`src/source/lspPkg.sv`:
```
package lspPkg;

	//////////////////////////////////////////////////////////////////////
	// Codec word and address types
	//////////////////////////////////////////////////////////////////////

	// Signed distortion or data word
	typedef logic signed [31:0] wordT;

	// Scratch memory address
	typedef logic [11:0] addrT;

	// Selected codebook index
	typedef logic [0:0] modeT;

	// Saturation limits of a word
	localparam wordT wordMax = 32'sh7FFF_FFFF;
	localparam wordT wordMin = 32'sh8000_0000;

	//////////////////////////////////////////////////////////////////////
	// Stage FSM encodings
	//////////////////////////////////////////////////////////////////////

	// Fetch stage, two reads then one hand-over cycle
	typedef enum logic [1:0] {
		fetchIdle,
		fetchReadFirst,
		fetchReadSecond,
		fetchHandOver
	} fetchStateT;

	// Decide stage
	typedef enum logic [1:0] {decideIdle, decideCompute, decideWrite} decideStateT;

endpackage

```
`src/source/memBus.sv`:
```
`timescale 1ns/100ps

// One access path into the scratch arbiter
interface memBus
	import lspPkg::*;
();
	addrT addr;
	wordT writeData;
	logic writeEn;
	logic req;
	// Registered RAM output, one cycle behind addr
	wordT readData;

	modport requester (output addr, writeData, writeEn, req, input readData);
	modport arbiter (input addr, writeData, writeEn, req, output readData);
endinterface

// Distortion pair from fetch to decide
interface distPair
	import lspPkg::*;
();
	wordT dist0;
	wordT dist1;
	addrT modeAddr;
	// Single-cycle offer, decide is always ready when idle
	logic valid;

	modport source (output dist0, dist1, modeAddr, valid);
	modport sink (input dist0, dist1, modeAddr, valid);
endinterface

```
`src/source/distanceFetch.sv`:
```
`timescale 1ns/100ps

module distanceFetch
	import lspPkg::*;
(
	input logic clk,
	input logic rstN,
	input logic start,
	input addrT lTdist,
	input addrT modeAddr,
	output logic stageBusy,
	input logic otherBusy,
	memBus.requester mem,
	distPair.source pair
);

	fetchStateT state;
	addrT baseAddr;
	addrT modeAddrReg;
	wordT dist0Reg;
	logic accept;

	// Start is dropped unless both stages are free
	assign accept = start && !otherBusy && (state == fetchIdle);
	assign stageBusy = (state != fetchIdle);

	//////////////////////////////////////////////////////////////////////
	// Read sequence
	//////////////////////////////////////////////////////////////////////

	always_ff @(posedge clk or negedge rstN)
	begin
		if (!rstN)
			state <= fetchIdle;
		else
		begin
			case (state)
				fetchIdle:
					if (accept)
						state <= fetchReadFirst;
				fetchReadFirst:
					state <= fetchReadSecond;
				fetchReadSecond:
					state <= fetchHandOver;
				default:
					state <= fetchIdle;
			endcase
		end
	end

	// Job addresses latched at start, dist0 off the RAM output
	always_ff @(posedge clk)
	begin
		if (accept)
		begin
			baseAddr <= lTdist;
			modeAddrReg <= modeAddr;
		end
		if (state == fetchReadSecond)
			dist0Reg <= mem.readData;
	end

	// Read only, base then base+1
	assign mem.req = (state == fetchReadFirst) || (state == fetchReadSecond);
	assign mem.addr = (state == fetchReadSecond) ? baseAddr + addrT'(1) : baseAddr;
	assign mem.writeEn = 1'b0;
	assign mem.writeData = '0;

	// dist1 sits on the RAM output during hand-over
	assign pair.valid = (state == fetchHandOver);
	assign pair.dist0 = dist0Reg;
	assign pair.dist1 = mem.readData;
	assign pair.modeAddr = modeAddrReg;

endmodule

```
`src/flat_wrapper.sv`:
```
// flat-port wrapper written by rule: the top's interface ports become plain ports
module distanceFetch_flat import lspPkg::*;
  (clk, rstN, start, lTdist, modeAddr, stageBusy, otherBusy, mem_addr, mem_writeData, mem_writeEn, mem_req, mem_readData, pair_dist0, pair_dist1, pair_modeAddr, pair_valid);
  memBus mem_i ();
  distPair pair_i ();
  input logic clk;
  input logic rstN;
  input logic start;
  input addrT lTdist;
  input addrT modeAddr;
  output logic stageBusy;
  input logic otherBusy;
  output wire logic [$bits(mem_i.addr)-1:0] mem_addr;
  output wire logic [$bits(mem_i.writeData)-1:0] mem_writeData;
  output wire logic [$bits(mem_i.writeEn)-1:0] mem_writeEn;
  output wire logic [$bits(mem_i.req)-1:0] mem_req;
  input wire logic [$bits(mem_i.readData)-1:0] mem_readData;
  output wire logic [$bits(pair_i.dist0)-1:0] pair_dist0;
  output wire logic [$bits(pair_i.dist1)-1:0] pair_dist1;
  output wire logic [$bits(pair_i.modeAddr)-1:0] pair_modeAddr;
  output wire logic [$bits(pair_i.valid)-1:0] pair_valid;
  assign mem_addr = mem_i.addr;
  assign mem_writeData = mem_i.writeData;
  assign mem_writeEn = mem_i.writeEn;
  assign mem_req = mem_i.req;
  assign mem_i.readData = mem_readData;
  assign pair_dist0 = pair_i.dist0;
  assign pair_dist1 = pair_i.dist1;
  assign pair_modeAddr = pair_i.modeAddr;
  assign pair_valid = pair_i.valid;
  distanceFetch u_core (.clk(clk), .rstN(rstN), .start(start), .lTdist(lTdist), .modeAddr(modeAddr), .stageBusy(stageBusy), .otherBusy(otherBusy), .mem(mem_i), .pair(pair_i));
endmodule
```
`config.mk`:
```
export PLATFORM = sky130hd
export DESIGN_NAME = distanceFetch_flat
export DESIGN_NICKNAME = d
export VERILOG_FILES = /design/src/source/lspPkg.sv /design/src/source/memBus.sv /design/src/source/distanceFetch.sv /design/src/flat_wrapper.sv
export SDC_FILE = /design/constraint.sdc
export NUM_CORES = 1
export LEC_CHECK = 0
export BUFFER_PORTS_ARGS = -buffer_cell sky130_fd_sc_hd__buf_2
export CAP_MARGIN = 40
export CORE_MARGIN = 10
export CORE_UTILIZATION = 37
export DETAILED_ROUTE_END_ITERATION = 8
export GPL_TIMING_DRIVEN = 0
export PLACE_DENSITY_LB_ADDON = 0.3
export SETUP_SLACK_MARGIN = 0.5
export SYNTH_ARGS = -nofsm -noshare
export SYNTH_HDL_FRONTEND = slang
export SYNTH_SLANG_ARGS = --single-unit
```
`constraint.sdc`:
```
create_clock -name clk -period 2.79 [get_ports clk]
set_input_delay 0.558 -clock clk [delete_from_list [all_inputs] [get_ports clk]]
set_output_delay 0.558 -clock clk [all_outputs]
set_load 0.03 [all_outputs]
```
==> flow_summary.ini <==
[cells_and_area]
fin_util_pct = 58.73
fin_nets = 438
nFillCells = 570
final_cell_count_no_fill = 458
diodes = 0
stdcell_area_um2 = 3946
drive_gt1_share_pct = 67.72
area_growth_pct = 55.14

[hold_path]
min_path_type = input pin to flip-flop

[floorplan]
rows = 30
die_area_um2 = 10590
coreArea_um2 = 6719
fp.dieH_um = 102.9
chipWidth_um = 102.9
start_util_pct = 37.86
io_pins = 184

[cts]
cts_tree = built
root_buffer = clkbuf_8
clk_pin_slew_ns = 0.07
clk_latency_ns = 0.32
cts_buffers = 9
cts_max_path_buffers = 2
cts_sinks = 58
htree_levels = 3

[setup_path]
critPathLaunchType = flip-flop
worst_ep_required_time_ns = 2.23
worst_ep_arrival_time_ns = 1.78
end_kind = primary output
crit_type = flip-flop to primary output
crit_fanout = 5

[run_status]
status = completed

[global_route]
grt_pass1_vias = 2079
grt_max_degree = 21
antenna_found_initial = 0
grtUsageTotal_pct = 13.30
grt_pass1_wl_um = 10470
grt_overflow = 0

[placement]
dp_cells = 431
dp_hpwl_um = 5920
placed_area_um2 = 3646
io_buffers = 150
place_congestion = 0.7864

[sta]
fin_crit_sh_pct = 83.68
final.setup_skew_ns = 0.006309
timing.setup.tns_ns = 0
timing.fmax_ghz = 0.4283
rsz0062_at_grt = yes
finalMaxSlewViolations = 0
finalCriticalPeriod_ns = 2.335
setup_violations = 0
hold_violations = 0

[synth]
synth_area_um2 = 2544
synth_cells = 168
synth_top_area_share_pct = 66.11
synthTopCellsByArea = edfxtp_1 66%, buf_4 19%, xor2_1 2.1%, dfrtp_1 2.0%, ha_1 2.0%
yosysMostFrequentCell = buf_4
synthTopCellsByCount = 66 x buf_4, 56 x edfxtp_1, 6 x inv_1, 6 x xor2_1, 5 x xnor2_1
syn_avg_cell_area_um2 = 15.14
synth_flop_cell = edfxtp_1
seq_area_frac_synth_pct = 68.08
ys_ff_latch = 58
synth_async_sr_flop_share_pct = 3.448
yosys.area.top_type = edfxtp_1
yosysWarnings = 0
ys_types = 21
synth_edf_count = 56

[power]
power_frac_comb_pct = 43.0
cellLeakagePower_uw = 0.001916
vdd_drop_max_v = 0.0003956
seqPwrFrac_pct = 38.7
sw_frac_of_total_pct = 39.99
power_frac_clock_pct = 18.3
p_sw_uw = 1341
p_per_area_nw_per_um2 = 849.8
internal_power_uw = 2013

[route]
via_count = 1844
wirelength_um = 7240
antenna_left = 0
drc_errors = 0
via_per_inst = 4.026
drt-pass1-iter-count = 3
drtIter0Drc = 53
routedWlPerCell_um = 15.81

[job]
max_cap_viol_count = 0
[placed cells by master, fill, tap and decap left out, types with 3 or more instances in the layout]
cell type	n
buf_2	143
buf_4	76
edfxtp_1	56
conb_1	33
clkbuf_8	9
buf_6	6
inv_1	5
xnor2_1	4
xor2_2	4
nand2_1	3
ha_1	3
[flip-flops by register name, summed over array words and instances (netlist names)]
register	cells
u_core.baseAddr	12
u_core.pair.dist0	32
u_core.pair.modeAddr	12
u_core.state	2
[power by group through the flow]
stage          logic [µW]  registers, µW  clock network (µW)
2_1_floorplan         580           1660                   0
3_3_place_gp         1280           1310                   0
3_5_place_dp         1310           1320                   0
4_1_cts              1420           1300                 640
5_1_grt              1540           1320                 688
6_report             1440           1300                 615
[worst paths after layout]
| path | from | slack (ns) | cells after the start | end |
|---|---|---|---|---|
| setup / recovery | u_core.state[0] | 0.46 | 8 | mem_addr[3] |
| hold / removal | modeAddr[0] | 0.40 | 1 | u_core.pair.modeAddr[0] |
| setup reg to reg | u_core.state[1] | 1.11 | 5 | u_core.pair.modeAddr[8] |
| hold reg to reg | u_core.state[0] | 0.65 | 2 | u_core.state[0] |
| max in group asynchronous | rstN | 2.16 | 2 | u_core.state[0] |
| min in group asynchronous | rstN | 0.54 | 2 | u_core.state[1] |
[worst max-delay path: stages (launching register included)]
cell	delay [ns]
dfrtp_1	0.39
inv_2	0.08
ha_4	0.13
buf_6	0.11
nand4_4	0.16
buf_4	0.19
buf_6	0.11
xnor2_2	0.13
buf_6	0.15
[through the flow]
stage / setup slack, ns / total power [µW] / hold WS, ns
6_report: 0.4552 / 3354 / 0.4008
5_1_grt: 0.3284 / 3543 / 0.3826
4_1_cts: 0.4349 / 3363 / 0.3834
3_5_place_dp: 0.2563 / 2628 / 0.3457
3_3_place_gp: 0.2786 / 2591 / 0.3441
2_1_floorplan: 0.5117 / 2237 / 0.2624
[cell type report]
class | count | area [µm²] | share of cell area (%)
flip-flops and latches | 58 | 1732 | 43.88
repair buffers | 163 | 914.6 | 23.18
multi-input cells | 70 | 526.8 | 13.35
plain buffers | 66 | 499.2 | 12.65
clock buffers | 11 | 131.4 | 3.329
well taps | 80 | 100.1 | 2.536
inverters | 6 | 22.52 | 0.5707
clock inverters | 4 | 20.02 | 0.5073
[routing by layer]
layer  vias up  share of wire (%)  GRT usage, %
met5         -                  0             0
met4         0               0.54         4.171
met3         2                 17         10.52
met2       130                 46         20.87
met1       819                 37         13.20
li1        893                  -             -
[timing repair]
| action | CTS | global route |
|---|---|---|
| endpoints found under the setup margin | 12 | 10 |
| gates resized for setup | 9 | 5 |
| hold buffers | 1 | 0 |
| pin swaps | 4 | 1 |
| setup buffers | 8 | 3 |
| endpoints found under the hold margin | 2 | 0 |
[cells by family after synthesis]
kind of cell / synth area share, %
xor gates and xnor gates: 3.787
adders and majority gates: 1.968
buffers and inverters: 20.36
and+or+nand+nor: 4.132
other: 0.1474
DFF: 68.08
muxes: 0.8853
AOI/OAI and AO/OA: 0.6392
Power figures use the tool's default switching activity.
