<file path="config.mk">
export PLATFORM = sky130hd
export DESIGN_NAME = scratchArbiter_flat
export DESIGN_NICKNAME = d
export VERILOG_FILES = /design/src/source/lspPkg.sv /design/src/source/memBus.sv /design/src/source/scratchArbiter.sv /design/src/flat_wrapper.sv
export SDC_FILE = /design/constraint.sdc
export NUM_CORES = 1
export LEC_CHECK = 0
export ABC_AREA = 1
export BUFFER_PORTS_ARGS = -buffer_cell sky130_fd_sc_hd__buf_2
export CORE_AREA = 8 8 117 119
export DETAILED_ROUTE_END_ITERATION = 16
export DIE_AREA = 0 0 125 127
export HOLD_SLACK_MARGIN = 0.15
export PLACE_DENSITY = 0.6
export SYNTH_ARGS = -nofsm -noshare
export SYNTH_HDL_FRONTEND = slang
export SYNTH_SLANG_ARGS = --single-unit
</file>
<file path="constraint.sdc">
create_clock -name clk -period 3.3 [get_ports clk]
set_input_delay 0.165 -clock clk [delete_from_list [all_inputs] [get_ports clk]]
set_output_delay 0.165 -clock clk [all_outputs]
set_load 0.02 [all_outputs]
</file>
<file path="src/source/lspPkg.sv">
package lspPkg;

	//////////////////////////////////////////////////////////////////////
	// Codec word and address types
	//////////////////////////////////////////////////////////////////////

	// Signed distortion or data word
	typedef logic signed [31:0] wordT;

	// Scratch memory address
	typedef logic [11:0] addrT;

	// Selected codebook index
	typedef logic [0:0] modeT;

	// Saturation limits of a word
	localparam wordT wordMax = 32'sh7FFF_FFFF;
	localparam wordT wordMin = 32'sh8000_0000;

	//////////////////////////////////////////////////////////////////////
	// Stage FSM encodings
	//////////////////////////////////////////////////////////////////////

	// Fetch stage, two reads then one hand-over cycle
	typedef enum logic [1:0] {
		fetchIdle,
		fetchReadFirst,
		fetchReadSecond,
		fetchHandOver
	} fetchStateT;

	// Decide stage
	typedef enum logic [1:0] {decideIdle, decideCompute, decideWrite} decideStateT;

endpackage

</file>
<file path="src/source/memBus.sv">
`timescale 1ns/100ps

// One access path into the scratch arbiter
interface memBus
	import lspPkg::*;
();
	addrT addr;
	wordT writeData;
	logic writeEn;
	logic req;
	// Registered RAM output, one cycle behind addr
	wordT readData;

	modport requester (output addr, writeData, writeEn, req, input readData);
	modport arbiter (input addr, writeData, writeEn, req, output readData);
endinterface


</file>
<file path="src/source/scratchArbiter.sv">
`timescale 1ns/100ps

module scratchArbiter
	import lspPkg::*;
#(
	parameter int memDepth = 4096
)
(
	input logic clk,
	input logic rstN,
	// Wishbone classic slave
	input logic wbCyc,
	input logic wbStb,
	input logic wbWe,
	input addrT wbAdr,
	input wordT wbDatW,
	output wordT wbDatR,
	output logic wbAck,
	// Engine stages
	memBus.arbiter fetchBus,
	memBus.arbiter decideBus,
	// RAM side
	output logic ramWriteEn,
	output addrT ramAddr,
	output wordT ramWriteData,
	input wordT ramReadData
);

	typedef enum logic [1:0] {wbIdle, wbWaitData, wbAcknowledge} wbStateT;

	wbStateT wbState;
	addrT hostAddr;
	wordT hostData;
	logic hostWe;
	logic engineReq;
	logic hostGrant;
	logic hostInRange;

	//////////////////////////////////////////////////////////////////////
	// Wishbone sequence
	//////////////////////////////////////////////////////////////////////

	assign engineReq = fetchBus.req | decideBus.req;
	// Host only gets the RAM when no stage asks for it
	assign hostGrant = (wbState == wbWaitData) && !engineReq;
	assign hostInRange = int'(hostAddr) < memDepth;

	always_ff @(posedge clk or negedge rstN)
	begin
		if (!rstN)
			wbState <= wbIdle;
		else
		begin
			case (wbState)
				wbIdle:
					if (wbCyc && wbStb)
						wbState <= wbWaitData;
				// Stall here while the engine holds the RAM
				wbWaitData:
					if (!engineReq)
						wbState <= wbAcknowledge;
				default:
					wbState <= wbIdle;
			endcase
		end
	end

	// Host request held from the first strobe cycle
	always_ff @(posedge clk)
	begin
		if (wbState == wbIdle && wbCyc && wbStb)
		begin
			hostAddr <= wbAdr;
			hostData <= wbDatW;
			hostWe <= wbWe;
		end
	end

	assign wbAck = (wbState == wbAcknowledge);
	// Reads beyond the array give zero
	assign wbDatR = hostInRange ? ramReadData : '0;

	//////////////////////////////////////////////////////////////////////
	// RAM mux, fetch before decide before host
	//////////////////////////////////////////////////////////////////////

	always_comb
	begin
		if (fetchBus.req)
		begin
			ramAddr = fetchBus.addr;
			ramWriteData = fetchBus.writeData;
			ramWriteEn = fetchBus.writeEn;
		end
		else if (decideBus.req)
		begin
			ramAddr = decideBus.addr;
			ramWriteData = decideBus.writeData;
			ramWriteEn = decideBus.writeEn;
		end
		else
		begin
			ramAddr = hostAddr;
			ramWriteData = hostData;
			ramWriteEn = hostGrant && hostWe && hostInRange;
		end
	end

	// Both stages see the shared read port
	assign fetchBus.readData = ramReadData;
	assign decideBus.readData = ramReadData;

endmodule

</file>
<file path="src/flat_wrapper.sv">
// flat-port wrapper written by rule: the top's interface ports become plain ports
module scratchArbiter_flat import lspPkg::*;
#(
	parameter int memDepth = 4096
)
  (clk, rstN, wbCyc, wbStb, wbWe, wbAdr, wbDatW, wbDatR, wbAck, ramWriteEn, ramAddr, ramWriteData, ramReadData, fetchBus_addr, fetchBus_writeData, fetchBus_writeEn, fetchBus_req, fetchBus_readData, decideBus_addr, decideBus_writeData, decideBus_writeEn, decideBus_req, decideBus_readData);
  memBus fetchBus_i ();
  memBus decideBus_i ();
  input logic clk;
  input logic rstN;
  input logic wbCyc;
  input logic wbStb;
  input logic wbWe;
  input addrT wbAdr;
  input wordT wbDatW;
  output wordT wbDatR;
  output logic wbAck;
  output logic ramWriteEn;
  output addrT ramAddr;
  output wordT ramWriteData;
  input wordT ramReadData;
  input wire logic [$bits(fetchBus_i.addr)-1:0] fetchBus_addr;
  input wire logic [$bits(fetchBus_i.writeData)-1:0] fetchBus_writeData;
  input wire logic [$bits(fetchBus_i.writeEn)-1:0] fetchBus_writeEn;
  input wire logic [$bits(fetchBus_i.req)-1:0] fetchBus_req;
  output wire logic [$bits(fetchBus_i.readData)-1:0] fetchBus_readData;
  input wire logic [$bits(decideBus_i.addr)-1:0] decideBus_addr;
  input wire logic [$bits(decideBus_i.writeData)-1:0] decideBus_writeData;
  input wire logic [$bits(decideBus_i.writeEn)-1:0] decideBus_writeEn;
  input wire logic [$bits(decideBus_i.req)-1:0] decideBus_req;
  output wire logic [$bits(decideBus_i.readData)-1:0] decideBus_readData;
  assign fetchBus_i.addr = fetchBus_addr;
  assign fetchBus_i.writeData = fetchBus_writeData;
  assign fetchBus_i.writeEn = fetchBus_writeEn;
  assign fetchBus_i.req = fetchBus_req;
  assign fetchBus_readData = fetchBus_i.readData;
  assign decideBus_i.addr = decideBus_addr;
  assign decideBus_i.writeData = decideBus_writeData;
  assign decideBus_i.writeEn = decideBus_writeEn;
  assign decideBus_i.req = decideBus_req;
  assign decideBus_readData = decideBus_i.readData;
  scratchArbiter #(.memDepth(memDepth)) u_core (.clk(clk), .rstN(rstN), .wbCyc(wbCyc), .wbStb(wbStb), .wbWe(wbWe), .wbAdr(wbAdr), .wbDatW(wbDatW), .wbDatR(wbDatR), .wbAck(wbAck), .fetchBus(fetchBus_i), .decideBus(decideBus_i), .ramWriteEn(ramWriteEn), .ramAddr(ramAddr), .ramWriteData(ramWriteData), .ramReadData(ramReadData));
endmodule
</file>
==> impl_metrics.json <==
{
  "cts_resized": 0,
  "h-tree-depth": 2,
  "num_rows": 40,
  "first_pass_iters": 4,
  "dp_worst_setup_slack_ns": 1.431,
  "portBuffers": 186,
  "finalWeightedCongestion": 0.7997,
  "cp-end-kind": "output pin",
  "reg2reg_slack_ns": 1.75,
  "placed_area_sq_um": 3396,
  "start_util_pct": 26.08,
  "io_pins": 315,
  "drv_cap": 0,
  "outcome": "finished, final reports clean",
  "hold_viol": 0,
  "dp_cells": 576,
  "setup_viol_count_final": 0,
  "rsz0062_at_grt": "no",
  "postRouteWirelength_um": 11270,
  "worst_slew_pin_slew_ns": 0.8170,
  "drive_above_1_share_pct": 41.20,
  "dieWidth_um": 125,
  "timing.final.ws_setup_ns": 1.462,
  "relSlewSlack_pct": 45.46,
  "cts_tree": "yes",
  "required_ns": 3.13,
  "finClkSkew_ns": 0.007320,
  "total_power_mw": 1.604,
  "synth.distinct_cells": 13,
  "path_clk_slew_ns": 0.06,
  "arrival_ns": 1.67,
  "drv_slew": 0,
  "core-area_sq_um": 11810,
  "drc": 0,
  "fin_nets": 655,
  "wire_per_inst_um": 17.88,
  "ctsHoldBuffers": 46,
  "cts_setup_buffers": 0,
  "synth_area_per_cell_sq_um": 8.702,
  "viasPerCell": 4.532,
  "die_y_um": 127,
  "max-vdd-ir-drop_mv": 0.1774,
  "synthesis.area_sq_um": 3080,
  "finalNonFillerCells": 630,
  "grt_use_total_pct": 13.58,
  "grt_max_degree": 49,
  "reg2reg_from": "u_core.wbState[0]$_DFFE_PN0P_",
  "clock_sinks": 47,
  "diodes": 0,
  "finalCriticalPeriod_ns": 1.838,
  "cp_max_fo": 44,
  "drtIter0Drc": 111,
  "p_per_area_nw_per_um2": 401.3,
  "ys_seq_area_share_pct": 45.49,
  "yosys_warnings": 0,
  "clk_root_buffer_cell": "clkbuf_16",
  "numCtsBuffers": 5,
  "grt_overflow_total": 0,
  "ant_nets": 0,
  "min_period_over_period_pct": 55.71,
  "vias": 2855,
  "grt_first_pass_wirelength_um": 16990,
  "finalInstanceArea_sq_um": 3998,
  "min_path_type": "input pin to async pin",
  "clock_path_buffers": 2,
  "fmax_ghz": 0.5440,
  "r2r-end": "u_core.hostData[10]$_DFFE_PP_",
  "p_leak_nw": 1.799,
  "grt_pass1_vias": 3182,
  "synth.net_count": 527,
  "place_hpwl_um": 8681,
  "antenna_found_initial": 1,
  "rr_worst_depth": 4,
  "area_growth_syn_to_layout_pct": 29.77,
  "clk_latency_ns": 0.28,
  "cp-start-kind": "input pin",
  "crit_type": "input pin to output pin",
  "ys_ff_latch": 47,
  "dieArea_sq_um": 15880,
  "synth_cells": 354,
  "fin_setup_tns_ns": 0,
  "fill_cells": 1200
}
where the power goes:
part           switching (mW)  total [mW]  internal, mW
combinational           0.225       0.395         0.170
sequential             0.0120       0.718         0.706
clock                   0.211       0.491         0.280
cells by family after synthesis:
group | share of synthesized area [%]
AOI/OAI and AO/OA | 14.95
buffers and inverters | 27.42
DFF | 45.49
and+or+nand+nor | 12.14
stage by stage:
step                      hold WS (ns)  util (%)
final                           0.2085     33.85
after global routing            0.2045     33.85
after CTS                       0.2063     33.85
after detailed placement      -0.04296     28.75
after global placement        -0.04803     28.75
after floorplan                -0.1306         -
placed cells by master (no fill, tap or decap):
cell type,count
a21oi_1,90
buf_2,186
buf_4,3
clkbuf_1,1
clkbuf_16,5
clkinv_1,1
clkinv_4,1
dfrtp_1,2
dlygate4sd3_1,46
edfxtp_1,45
inv_1,2
inv_2,2
nand2_1,46
nand3_1,1
nor2_1,48
nor2_4,1
nor4_2,1
o21ai_0,2
routing by layer:
layer / track usage, % / part of all wire (%) / up-vias
met3: 6.697 / 12 / 19
met5: 1.629 / 0.36 / -
met2: 25.18 / 52 / 238
met4: 4.585 / 2.0 / 4
li1: - / - / 1346
met1: 12.68 / 34 / 1248
how the worst max path moves through the flow:
stage	start	to	slack, ns	depth (start not counted)
3_5_place_dp	decideBus_req	ramAddr[0]	1.43	5
4_1_cts	decideBus_req	ramAddr[0]	1.42	5
6_report	decideBus_req	ramAddr[4]	1.46	5
2_1_floorplan	u_core.wbState[0]$_DFFE_PN0P_	u_core.hostAddr[0]$_DFFE_PP_	0.43	3
3_3_place_gp	decideBus_req	ramAddr[4]	1.42	5
5_1_grt	decideBus_req	ramWriteData[11]	1.25	5
Yosys cell counts:
cell,n,area (sq um)
buf_6,1,11.26
inv_2,2,7.510
nand2_1,46,172.7
a21oi_1,90,450.4
nor2_1,49,183.9
edfxtp_1,45,1351
buf_4,101,758.2
o21ai_0,2,10.01
nor4_2,1,12.51
nand3_1,1,5.000
buf_2,12,60.06
inv_1,2,7.510
dfrtp_1,2,50.05
critical path: stages:
cell     delay (ns)
buf_2          0.29
inv_2          0.62
nand2_1        0.10
a21oi_1        0.25
buf_2          0.21
sequential cells by signal (all words and copies together) (netlist names):
name	flops
u_core.hostData	32
u_core.wbState	2
u_core.hostWe	1
u_core.hostAddr	12
final cells by class:
cell class / instances / area (sq um) / area share [%]
clock inverter: 2 / 12.51 / 0.3130
multi-input combinational: 189 / 842.1 / 21.06
tap: 147 / 183.9 / 4.601
sequential: 47 / 1401 / 35.05
inverter: 4 / 15.01 / 0.3756
timing repair buffer: 235 / 1414 / 35.37
clock buffer: 6 / 128.9 / 3.224
Note: power is estimated with default switching activity, not from simulation.
