[config.mk]
export PLATFORM = sky130hd
export DESIGN_NAME = modeDecide_flat
export DESIGN_NICKNAME = d
export VERILOG_FILES = /design/src/source/lspPkg.sv /design/src/source/memBus.sv /design/src/source/modeDecide.sv /design/src/flat_wrapper.sv
export SDC_FILE = /design/constraint.sdc
export NUM_CORES = 1
export LEC_CHECK = 0
export BUFFER_PORTS_ARGS = -buffer_cell sky130_fd_sc_hd__buf_4
export CAP_MARGIN = 10
export CORE_UTILIZATION = 42
export DETAILED_ROUTE_END_ITERATION = 16
export PLACE_DENSITY = 0.76
export SYNTH_ARGS = -nofsm -noshare
export SYNTH_HDL_FRONTEND = slang
export SYNTH_SLANG_ARGS = --single-unit
[constraint.sdc]
create_clock -name clk -period 4 [get_ports clk]
set_input_delay 0.2 -clock clk [delete_from_list [all_inputs] [get_ports clk]]
set_output_delay 0.2 -clock clk [all_outputs]
set_load 0.005 [all_outputs]
[src/source/lspPkg.sv]
package lspPkg;

	//////////////////////////////////////////////////////////////////////
	// Codec word and address types
	//////////////////////////////////////////////////////////////////////

	// Signed distortion or data word
	typedef logic signed [31:0] wordT;

	// Scratch memory address
	typedef logic [11:0] addrT;

	// Selected codebook index
	typedef logic [0:0] modeT;

	// Saturation limits of a word
	localparam wordT wordMax = 32'sh7FFF_FFFF;
	localparam wordT wordMin = 32'sh8000_0000;

	//////////////////////////////////////////////////////////////////////
	// Stage FSM encodings
	//////////////////////////////////////////////////////////////////////

	// Fetch stage, two reads then one hand-over cycle
	typedef enum logic [1:0] {
		fetchIdle,
		fetchReadFirst,
		fetchReadSecond,
		fetchHandOver
	} fetchStateT;

	// Decide stage
	typedef enum logic [1:0] {decideIdle, decideCompute, decideWrite} decideStateT;

endpackage

[src/source/memBus.sv]
`timescale 1ns/100ps

// One access path into the scratch arbiter
interface memBus
	import lspPkg::*;
();
	addrT addr;
	wordT writeData;
	logic writeEn;
	logic req;
	// Registered RAM output, one cycle behind addr
	wordT readData;

	modport requester (output addr, writeData, writeEn, req, input readData);
	modport arbiter (input addr, writeData, writeEn, req, output readData);
endinterface

// Distortion pair from fetch to decide
interface distPair
	import lspPkg::*;
();
	wordT dist0;
	wordT dist1;
	addrT modeAddr;
	// Single-cycle offer, decide is always ready when idle
	logic valid;

	modport source (output dist0, dist1, modeAddr, valid);
	modport sink (input dist0, dist1, modeAddr, valid);
endinterface

[src/source/modeDecide.sv]
`timescale 1ns/100ps

module modeDecide
	import lspPkg::*;
(
	input logic clk,
	input logic rstN,
	distPair.sink pair,
	memBus.requester mem,
	output logic stageBusy,
	output logic done,
	output modeT modeIndex
);

	decideStateT state;
	wordT dist0Reg;
	wordT dist1Reg;
	addrT modeAddrReg;
	logic [32:0] wideDiff;
	wordT satDiff;

	//////////////////////////////////////////////////////////////////////
	// Saturating dist1 - dist0
	//////////////////////////////////////////////////////////////////////

	always_comb
	begin
		// One guard bit catches overflow
		wideDiff = {dist1Reg[31], dist1Reg} - {dist0Reg[31], dist0Reg};
		if (wideDiff[32] != wideDiff[31])
			satDiff = wideDiff[32] ? wordMin : wordMax;
		else
			satDiff = wideDiff[31:0];
	end

	//////////////////////////////////////////////////////////////////////
	// Control
	//////////////////////////////////////////////////////////////////////

	always_ff @(posedge clk or negedge rstN)
	begin
		if (!rstN)
		begin
			state <= decideIdle;
			done <= 1'b0;
			modeIndex <= '0;
		end
		else
		begin
			// Pulse once the mode word is in the RAM
			done <= (state == decideWrite);
			case (state)
				decideIdle:
					if (pair.valid)
						state <= decideCompute;
				decideCompute:
				begin
					// Negative difference picks codebook 1
					modeIndex <= satDiff[31];
					state <= decideWrite;
				end
				default:
					state <= decideIdle;
			endcase
		end
	end

	// Pair taken in idle only
	always_ff @(posedge clk)
	begin
		if (state == decideIdle && pair.valid)
		begin
			dist0Reg <= pair.dist0;
			dist1Reg <= pair.dist1;
			modeAddrReg <= pair.modeAddr;
		end
	end

	assign stageBusy = (state != decideIdle);

	// Writeback, mode zero-extended to a word
	assign mem.req = (state == decideWrite);
	assign mem.writeEn = (state == decideWrite);
	assign mem.addr = modeAddrReg;
	assign mem.writeData = {31'b0, modeIndex};

endmodule

[src/flat_wrapper.sv]
// flat-port wrapper written by rule: the top's interface ports become plain ports
module modeDecide_flat import lspPkg::*;
  (clk, rstN, stageBusy, done, modeIndex, pair_dist0, pair_dist1, pair_modeAddr, pair_valid, mem_addr, mem_writeData, mem_writeEn, mem_req, mem_readData);
  distPair pair_i ();
  memBus mem_i ();
  input logic clk;
  input logic rstN;
  output logic stageBusy;
  output logic done;
  output modeT modeIndex;
  input wire logic [$bits(pair_i.dist0)-1:0] pair_dist0;
  input wire logic [$bits(pair_i.dist1)-1:0] pair_dist1;
  input wire logic [$bits(pair_i.modeAddr)-1:0] pair_modeAddr;
  input wire logic [$bits(pair_i.valid)-1:0] pair_valid;
  output wire logic [$bits(mem_i.addr)-1:0] mem_addr;
  output wire logic [$bits(mem_i.writeData)-1:0] mem_writeData;
  output wire logic [$bits(mem_i.writeEn)-1:0] mem_writeEn;
  output wire logic [$bits(mem_i.req)-1:0] mem_req;
  input wire logic [$bits(mem_i.readData)-1:0] mem_readData;
  assign pair_i.dist0 = pair_dist0;
  assign pair_i.dist1 = pair_dist1;
  assign pair_i.modeAddr = pair_modeAddr;
  assign pair_i.valid = pair_valid;
  assign mem_addr = mem_i.addr;
  assign mem_writeData = mem_i.writeData;
  assign mem_writeEn = mem_i.writeEn;
  assign mem_req = mem_i.req;
  assign mem_i.readData = mem_readData;
  modeDecide u_core (.clk(clk), .rstN(rstN), .pair(pair_i), .mem(mem_i), .stageBusy(stageBusy), .done(done), .modeIndex(modeIndex));
endmodule
==> summary.md, run 1 <==
| Metric | Value |
|---|---|
| Status | complete, no violations |
| Layout cells sized above 1 | 34.0% |
| Critical-path cell list | or2_1 -> nor2_4 -> buf_4 |
| Diodes inserted | 0 |
| Setup crit end kind | flip-flop |
| Cell count after synthesis | 235 |
| Clock Power Share | 31.6% |
| WL final | 5480 um |
| Die width | 93.2 um |
| Crit-path max FO | 34 |
| Fin area | 4440 sq um |
| WP data required | 4020 ps |
| Largest family of logic cells by synthesized area | adder cells |
| I/O pin count | 160 |
| H-tree Lvls | 3 |
| Yosys top cell by area | edfxtp_1 |
| Flop-to-flop setup slack | 1810 ps |
| Slowest CP cell | nor2_4 |
| Worst hold slack | 29.1 ps |
| Endpoints failing hold | 0 |
| CP Class | reg2reg |
| Placement Rows | 32 |
| Netlist cell types | 25 |
| Setup violators final | 0 |
| Routability Congestion | 0.693 |
| CTS max path bufs | 2 |
| Worst skew pair latency | 340 ps |
| Wire length on met3 | 458 um |
| Highest metal used | met4 |
| Initial Utilization | 44.3% |
| Flop and latch count out of synthesis | 80 |
| Logic pwr share | 13.9% |
| Nets | 484 |
| Clk sink count | 80 |
| Met2 wire length | 2830 um |
| Area Growth Syn to Fin | 27.1% |
| Maximum vdd drop | 0.264 mV |
| Via Count | 2013 |
| Nature of the critical path startpoint | flip-flop |
| Post-DP Area | 4230 sq um |
| CP top delay family | simple AND/OR/NAND/NOR gates |
| Fin cells | 449 |
| Pwr/cell area | 426 nW/um^2 |
| Final HPWL DP | 4150 um |
| Max-Cap Viols | 0 |
| Most instantiated library cell after synthesis | edfxtp_1 |
| Synth async-reset ratio | 5.00% |
| Sw Pwr | 0.000453 W |
| Post-synthesis simple-gate area fraction | 4.23% |
| Min Clock Period, post-route | 2190 ps |
| Synth Area in XOR/XNOR | 0% |
| Area fraction of the dominant cell type after synthesis | 65.4% |
| GRT Total Usage | 13.6% |
| Internal Power | 0.00144 W |
| Avg Synthesized Cell Area | 14.9 sq um |
| Final setup TNS | 0 ps |
| Vias per Instance | 4.48 |
| Max Clk Rate | 456 MHz |
| Yosys Warn Count | 0 |
| Met1 wire length | 2120 um |
| RSZ-0062 raised after global routing | false |
| DR iter-0 viols | 56 |
| Synth top area cells | edfxtp_1, ha_1, buf_4, inv_1, dfrtp_1 |
| GRT overflow | 0 |
| Worst relative slew slack | 34.2% |
| Worst EP arrival | 2210 ps |
| Sequential power share | 54.5% |
| Drc violations | 0 |
| Hold Path Class | in2reg |
| Antenna violations before repair | 0 |
| Leak | 1.97 nW |
| Crit path largest cell delay | 760 ps |
| Switch share | 24.0% |
| Largest net degree at the start of global routing | 35 |
| Synth Flop Type | edfxtp_1 |
| Clock buffer count from CTS | 9 |
| First-pass GRT wire length | 8830 um |
| Final Util | 56.3% |
| Mux cell area share after synthesis | 0% |
| WL per Instance | 12.2 um |
| Vias in the first global route | 2107 |
| Top cells by count, synth | edfxtp_1, inv_1, buf_4, ha_1, a21oi_1 |
| Worst-Margin Slew | 985 ps |
| PortBufs | 96 |
| Setup Skew | 8.40 ps |
| TritonRoute pass-1 iters | 4 |
| Cell Area, Synth | 3490 sq um |
| Routed Antenna Nets | 0 |
| CTS tree | done |
| Synth Area in Compound Gates | 5.56% |
| Clock slew at reported path FFs | 90 ps |
| Die height | 93.2 um |
| EDFF count, synth | 76 |
| Placed insts | 432 |
| Crit share post-route | 54.8% |
| Die area | 8680 sq um |
| Core Area | 7890 sq um |
| Fin. max-slew vios | 0 |
| Clock root cell | clkbuf_8 |
| Post-synthesis sequential area ratio | 68.2% |
| Adder-Cell Fraction of Synth Area | 11.1% |
| Buf+Inv Stages, Crit Path | 1 |
kinds of logic after synthesis:
kind of cell / count (synthesis)
buf+inv: 67
flops: 80
fa+ha+maj: 31
simple gates: 28
other cells: 1
compound gates: 28
state kept, by name, summed over array words and instances, names as in the netlist:
signal            cells
u_core.mem.addr      12
u_core.dist0Reg      32
u_core.state          2
u_core.dist1Reg      32
u_core.done           1
u_core.modeIndex      1
metal layers:
layer / up-vias / GRT usage (%)
li1: 991 / -
met1: 914 / 14.0
met2: 103 / 24.9
met3: 5 / 4.72
met4: 0 / 5.77
met5: - / 0
path summary, 6_finish.rpt:
check / depth (start not counted) / endpoint / from
min in group asynchronous: 2 / u_core.state[1] / rstN
setup / recovery: 3 / u_core.mem.addr[3] / u_core.state[1]
max in group asynchronous: 2 / u_core.done / rstN
setup reg to reg: 3 / u_core.mem.addr[3] / u_core.state[1]
hold / removal: 1 / u_core.dist1Reg[20] / pair_dist1[20]
hold reg to reg: 1 / u_core.done / u_core.state[0]
worst reg2reg max path, cell delays in order (launching register included):
cell and delay [ps]:
dfrtp_1 380, or2_1 280, nor2_4 760, buf_4 450
per-stage QoR:
step	worst slack (ps)	power (W)
after floorplan	954	0.00121
after global placement	1830	0.00131
after detailed placement	1800	0.00132
after CTS	1790	0.00192
after global routing	1650	0.00199
final	1810	0.00189
power groups by stage:
stage,logic [W],registers (W),clock network [W]
after floorplan,0.000161,0.00105,0
after global placement,0.000259,0.00105,0
after detailed placement,0.000266,0.00105,0
after CTS,0.000268,0.00103,0.000619
after global routing,0.000298,0.00104,0.000652
final,0.000262,0.00103,0.000597
cells in the final DEF, fill, tap and decap left out, types with 2 or more instances in the layout:
master and count:
ha_1 31, nand4_1 6, inv_1 34, buf_4 98
o21ai_1 3, nand2_1 7, a21o_1 2, dfrtp_1 4
inv_6 3, o21ai_0 3, edfxtp_1 76, a21oi_1 13
clkbuf_8 9, nor2b_1 3, nand3_1 3, conb_1 31
nor2_1 4, clkinvlp_4 2, a211o_1 2
timing repair:
action	4_1_cts	5_1_grt
gates resized for setup	0	0
hold endpoints to repair	4	0
endpoints found under the setup margin	0	0
setup buffers	0	0
hold buffers	1	0
cell type report:
class	count	area, sq um
inverter	34	128
clock buffer	9	124
fill	629	3450
clock inverter	7	76.3
sequential	80	2380
multi-input combinational	118	853
tap	102	128
timing repair buffer	99	746
Power figures use the tool's default switching activity.
==> inputs of run 2 (changes only) <==
==> constraint.sdc (replaced) <==
create_clock -name clk -period 1.85 [get_ports clk]
set_input_delay 0.0925 -clock clk [delete_from_list [all_inputs] [get_ports clk]]
set_output_delay 0.0925 -clock clk [all_outputs]
set_load 0.005 [all_outputs]
==> run 2 against run 1 <==
Net effect: clock-buffer cell count unchanged; non-clock buffer count up 85; hold slack better by 41 ps; register-to-register slack worse by 1800 ps; sequential cell count unchanged; critical path type unchanged; critical endpoint is now u_core.modeIndex; highest routed layer unchanged.
==> summary.md, run 2 (synthesis gave the netlist of run 1 again) <==
| Metric | Value |
|---|---|
| Commonest non-fill, non-tap cell in the layout | buf_4 |
| DR iter-0 viols | 83 |
| Max-Cap Viols | 0 |
| Clock Power Share | 34.0% |
| Pwr/cell area | 848 nW/um^2 |
| Pre-CTS setup slack | -121 ps |
| Die height | 93.2 um |
| Clock buffer count from CTS | 9 |
| GRT overflow | 0 |
| Routed Antenna Nets | 0 |
| Vias per Instance | 4.55 |
| RSZ-0062 raised after global routing | true |
| PnR worst setup slack | 23.4 ps |
| Largest net degree at the start of global routing | 53 |
| Worst flop-to-flop path startpoint | u_core.dist1Reg[19] |
| Die area | 8680 sq um |
| Fin. max-slew vios | 0 |
| Setup Skew | 10.7 ps |
| Hold Path Class | in2async |
| Worst hold slack | 69.8 ps |
| CTS max path bufs | 2 |
| Core Area | 7890 sq um |
| Drc violations | 0 |
| Crit share post-route | 98.7% |
| Clock root cell | clkbuf_8 |
| WP data required | 2080 ps |
| H-tree Lvls | 3 |
| WL final | 7500 um |
| Area Growth Syn to Fin | 55.6% |
| Placement Rows | 32 |
| Crit-path max FO | 3 |
| Sequential power share | 48.6% |
| Logic pwr share | 17.4% |
| Routability Congestion | 0.705 |
| GRT Total Usage | 18.4% |
| CP Class | reg2reg |
| Max Clk Rate | 547 MHz |
| Via Count | 2432 |
| Nature of the critical path startpoint | flip-flop |
| Clock slew at reported path FFs | 80 ps |
| Worst skew pair latency | 350 ps |
| Vias in the first global route | 2472 |
| First-pass GRT wire length | 11500 um |
| Total setup buffers inserted after CTS | 0 |
| Sw Pwr | 0.00107 W |
| Clk sink count | 80 |
| Worst EP arrival | 2060 ps |
| Status | complete, no violations |
| Endpoints failing hold | 0 |
| Leak | 2.37 nW |
| Internal Power | 0.00353 W |
| CP Launch Point | u_core.dist1Reg[19] |
| I/O pin count | 160 |
| Die width | 93.2 um |
| CTS tree | done |
| Setup crit end kind | flip-flop |
| Diodes inserted | 0 |
| Most frequent cells in the layout | buf_4, dlygate4sd3_1, edfxtp_1 |
| TritonRoute pass-1 iters | 4 |
| Final HPWL DP | 4370 um |
| Nets | 569 |
| Layout cells sized above 1 | 32.2% |
| PortBufs | 96 |
| Min Clock Period, post-route | 1830 ps |
| Switch share | 23.3% |
| Initial Utilization | 44.3% |
| Antenna violations before repair | 0 |
| Maximum vdd drop | 0.578 mV |
| Setup violators final | 0 |
| WL per Instance | 14.1 um |
| Tot Pwr | 0.00461 W |
-- run 2: routing by layer --
metal	part of all wire, %	up-vias	global-route usage [%]
li1	-	1160	-
met2	53	137	33.5
met3	7.1	10	6.91
met1	39	1125	19.4
met5	0	-	0
met4	1.4	0	6.15
-- run 2: layout make-up --
cell class	count	area, sq um
Sequential cell	80	2380
Clock buffer	9	124
Clock inverter	7	119
Inverter	34	128
Tap cell	102	128
Fill cell	517	2450
Timing Repair Buffer	184	1590
Multi-Input combinational cell	118	963
-- run 2: worst paths after layout --
| kind | endpoint | slack [ps] | depth (start not counted) |
|---|---|---|---|
| max reg2reg | u_core.modeIndex | 20 | 7 |
| max in group asynchronous | u_core.state[1] | 1680 | 2 |
| min in group clk | u_core.dist1Reg[3] | 460 | 2 |
| max | u_core.modeIndex | 20 | 7 |
| min | u_core.modeIndex | 70 | 2 |
| min reg2reg | u_core.done | 480 | 1 |
-- run 2: per-stage QoR --
stage          TNS, ps  instances  util (%)  area, sq um
6_report             0        534      68.9         5430
5_1_grt          -65.2        534      68.9         5430
4_1_cts              0        534      67.9         5350
3_5_place_dp      -121        440      54.5         4300
3_3_place_gp     -72.2        440      54.5         4300
2_1_floorplan   -26340        265         -         3610
-- run 2: critical path, stage by stage, from the launching register on --
cell and delay, ps:
edfxtp_1 430, ha_4 270, a21oi_1 120, o21ai_1 80
a211o_1 290, a211o_1 250, a31oi_1 180, o31ai_1 90
-- run 2: timing repair --
| action | in CTS | in global routing |
|---|---|---|
| hold buffers | 78 | 0 |
| pin swaps | 11 | 9 |
| resized for setup | 4 | 12 |
| setup endpoints to repair | 1 | 1 |
| endpoints found under the hold margin | 81 | 0 |
-- run 2: power groups by stage --
stage | sequential (W) | combinational, W | clock, W
CTS | 0.00223 | 0.000765 | 0.00158
detailed placement | 0.00227 | 0.000620 | 0
floorplan | 0.00227 | 0.000355 | 0
global placement | 0.00227 | 0.000603 | 0
global route | 0.00226 | 0.000885 | 0.00166
finish | 0.00224 | 0.000803 | 0.00156
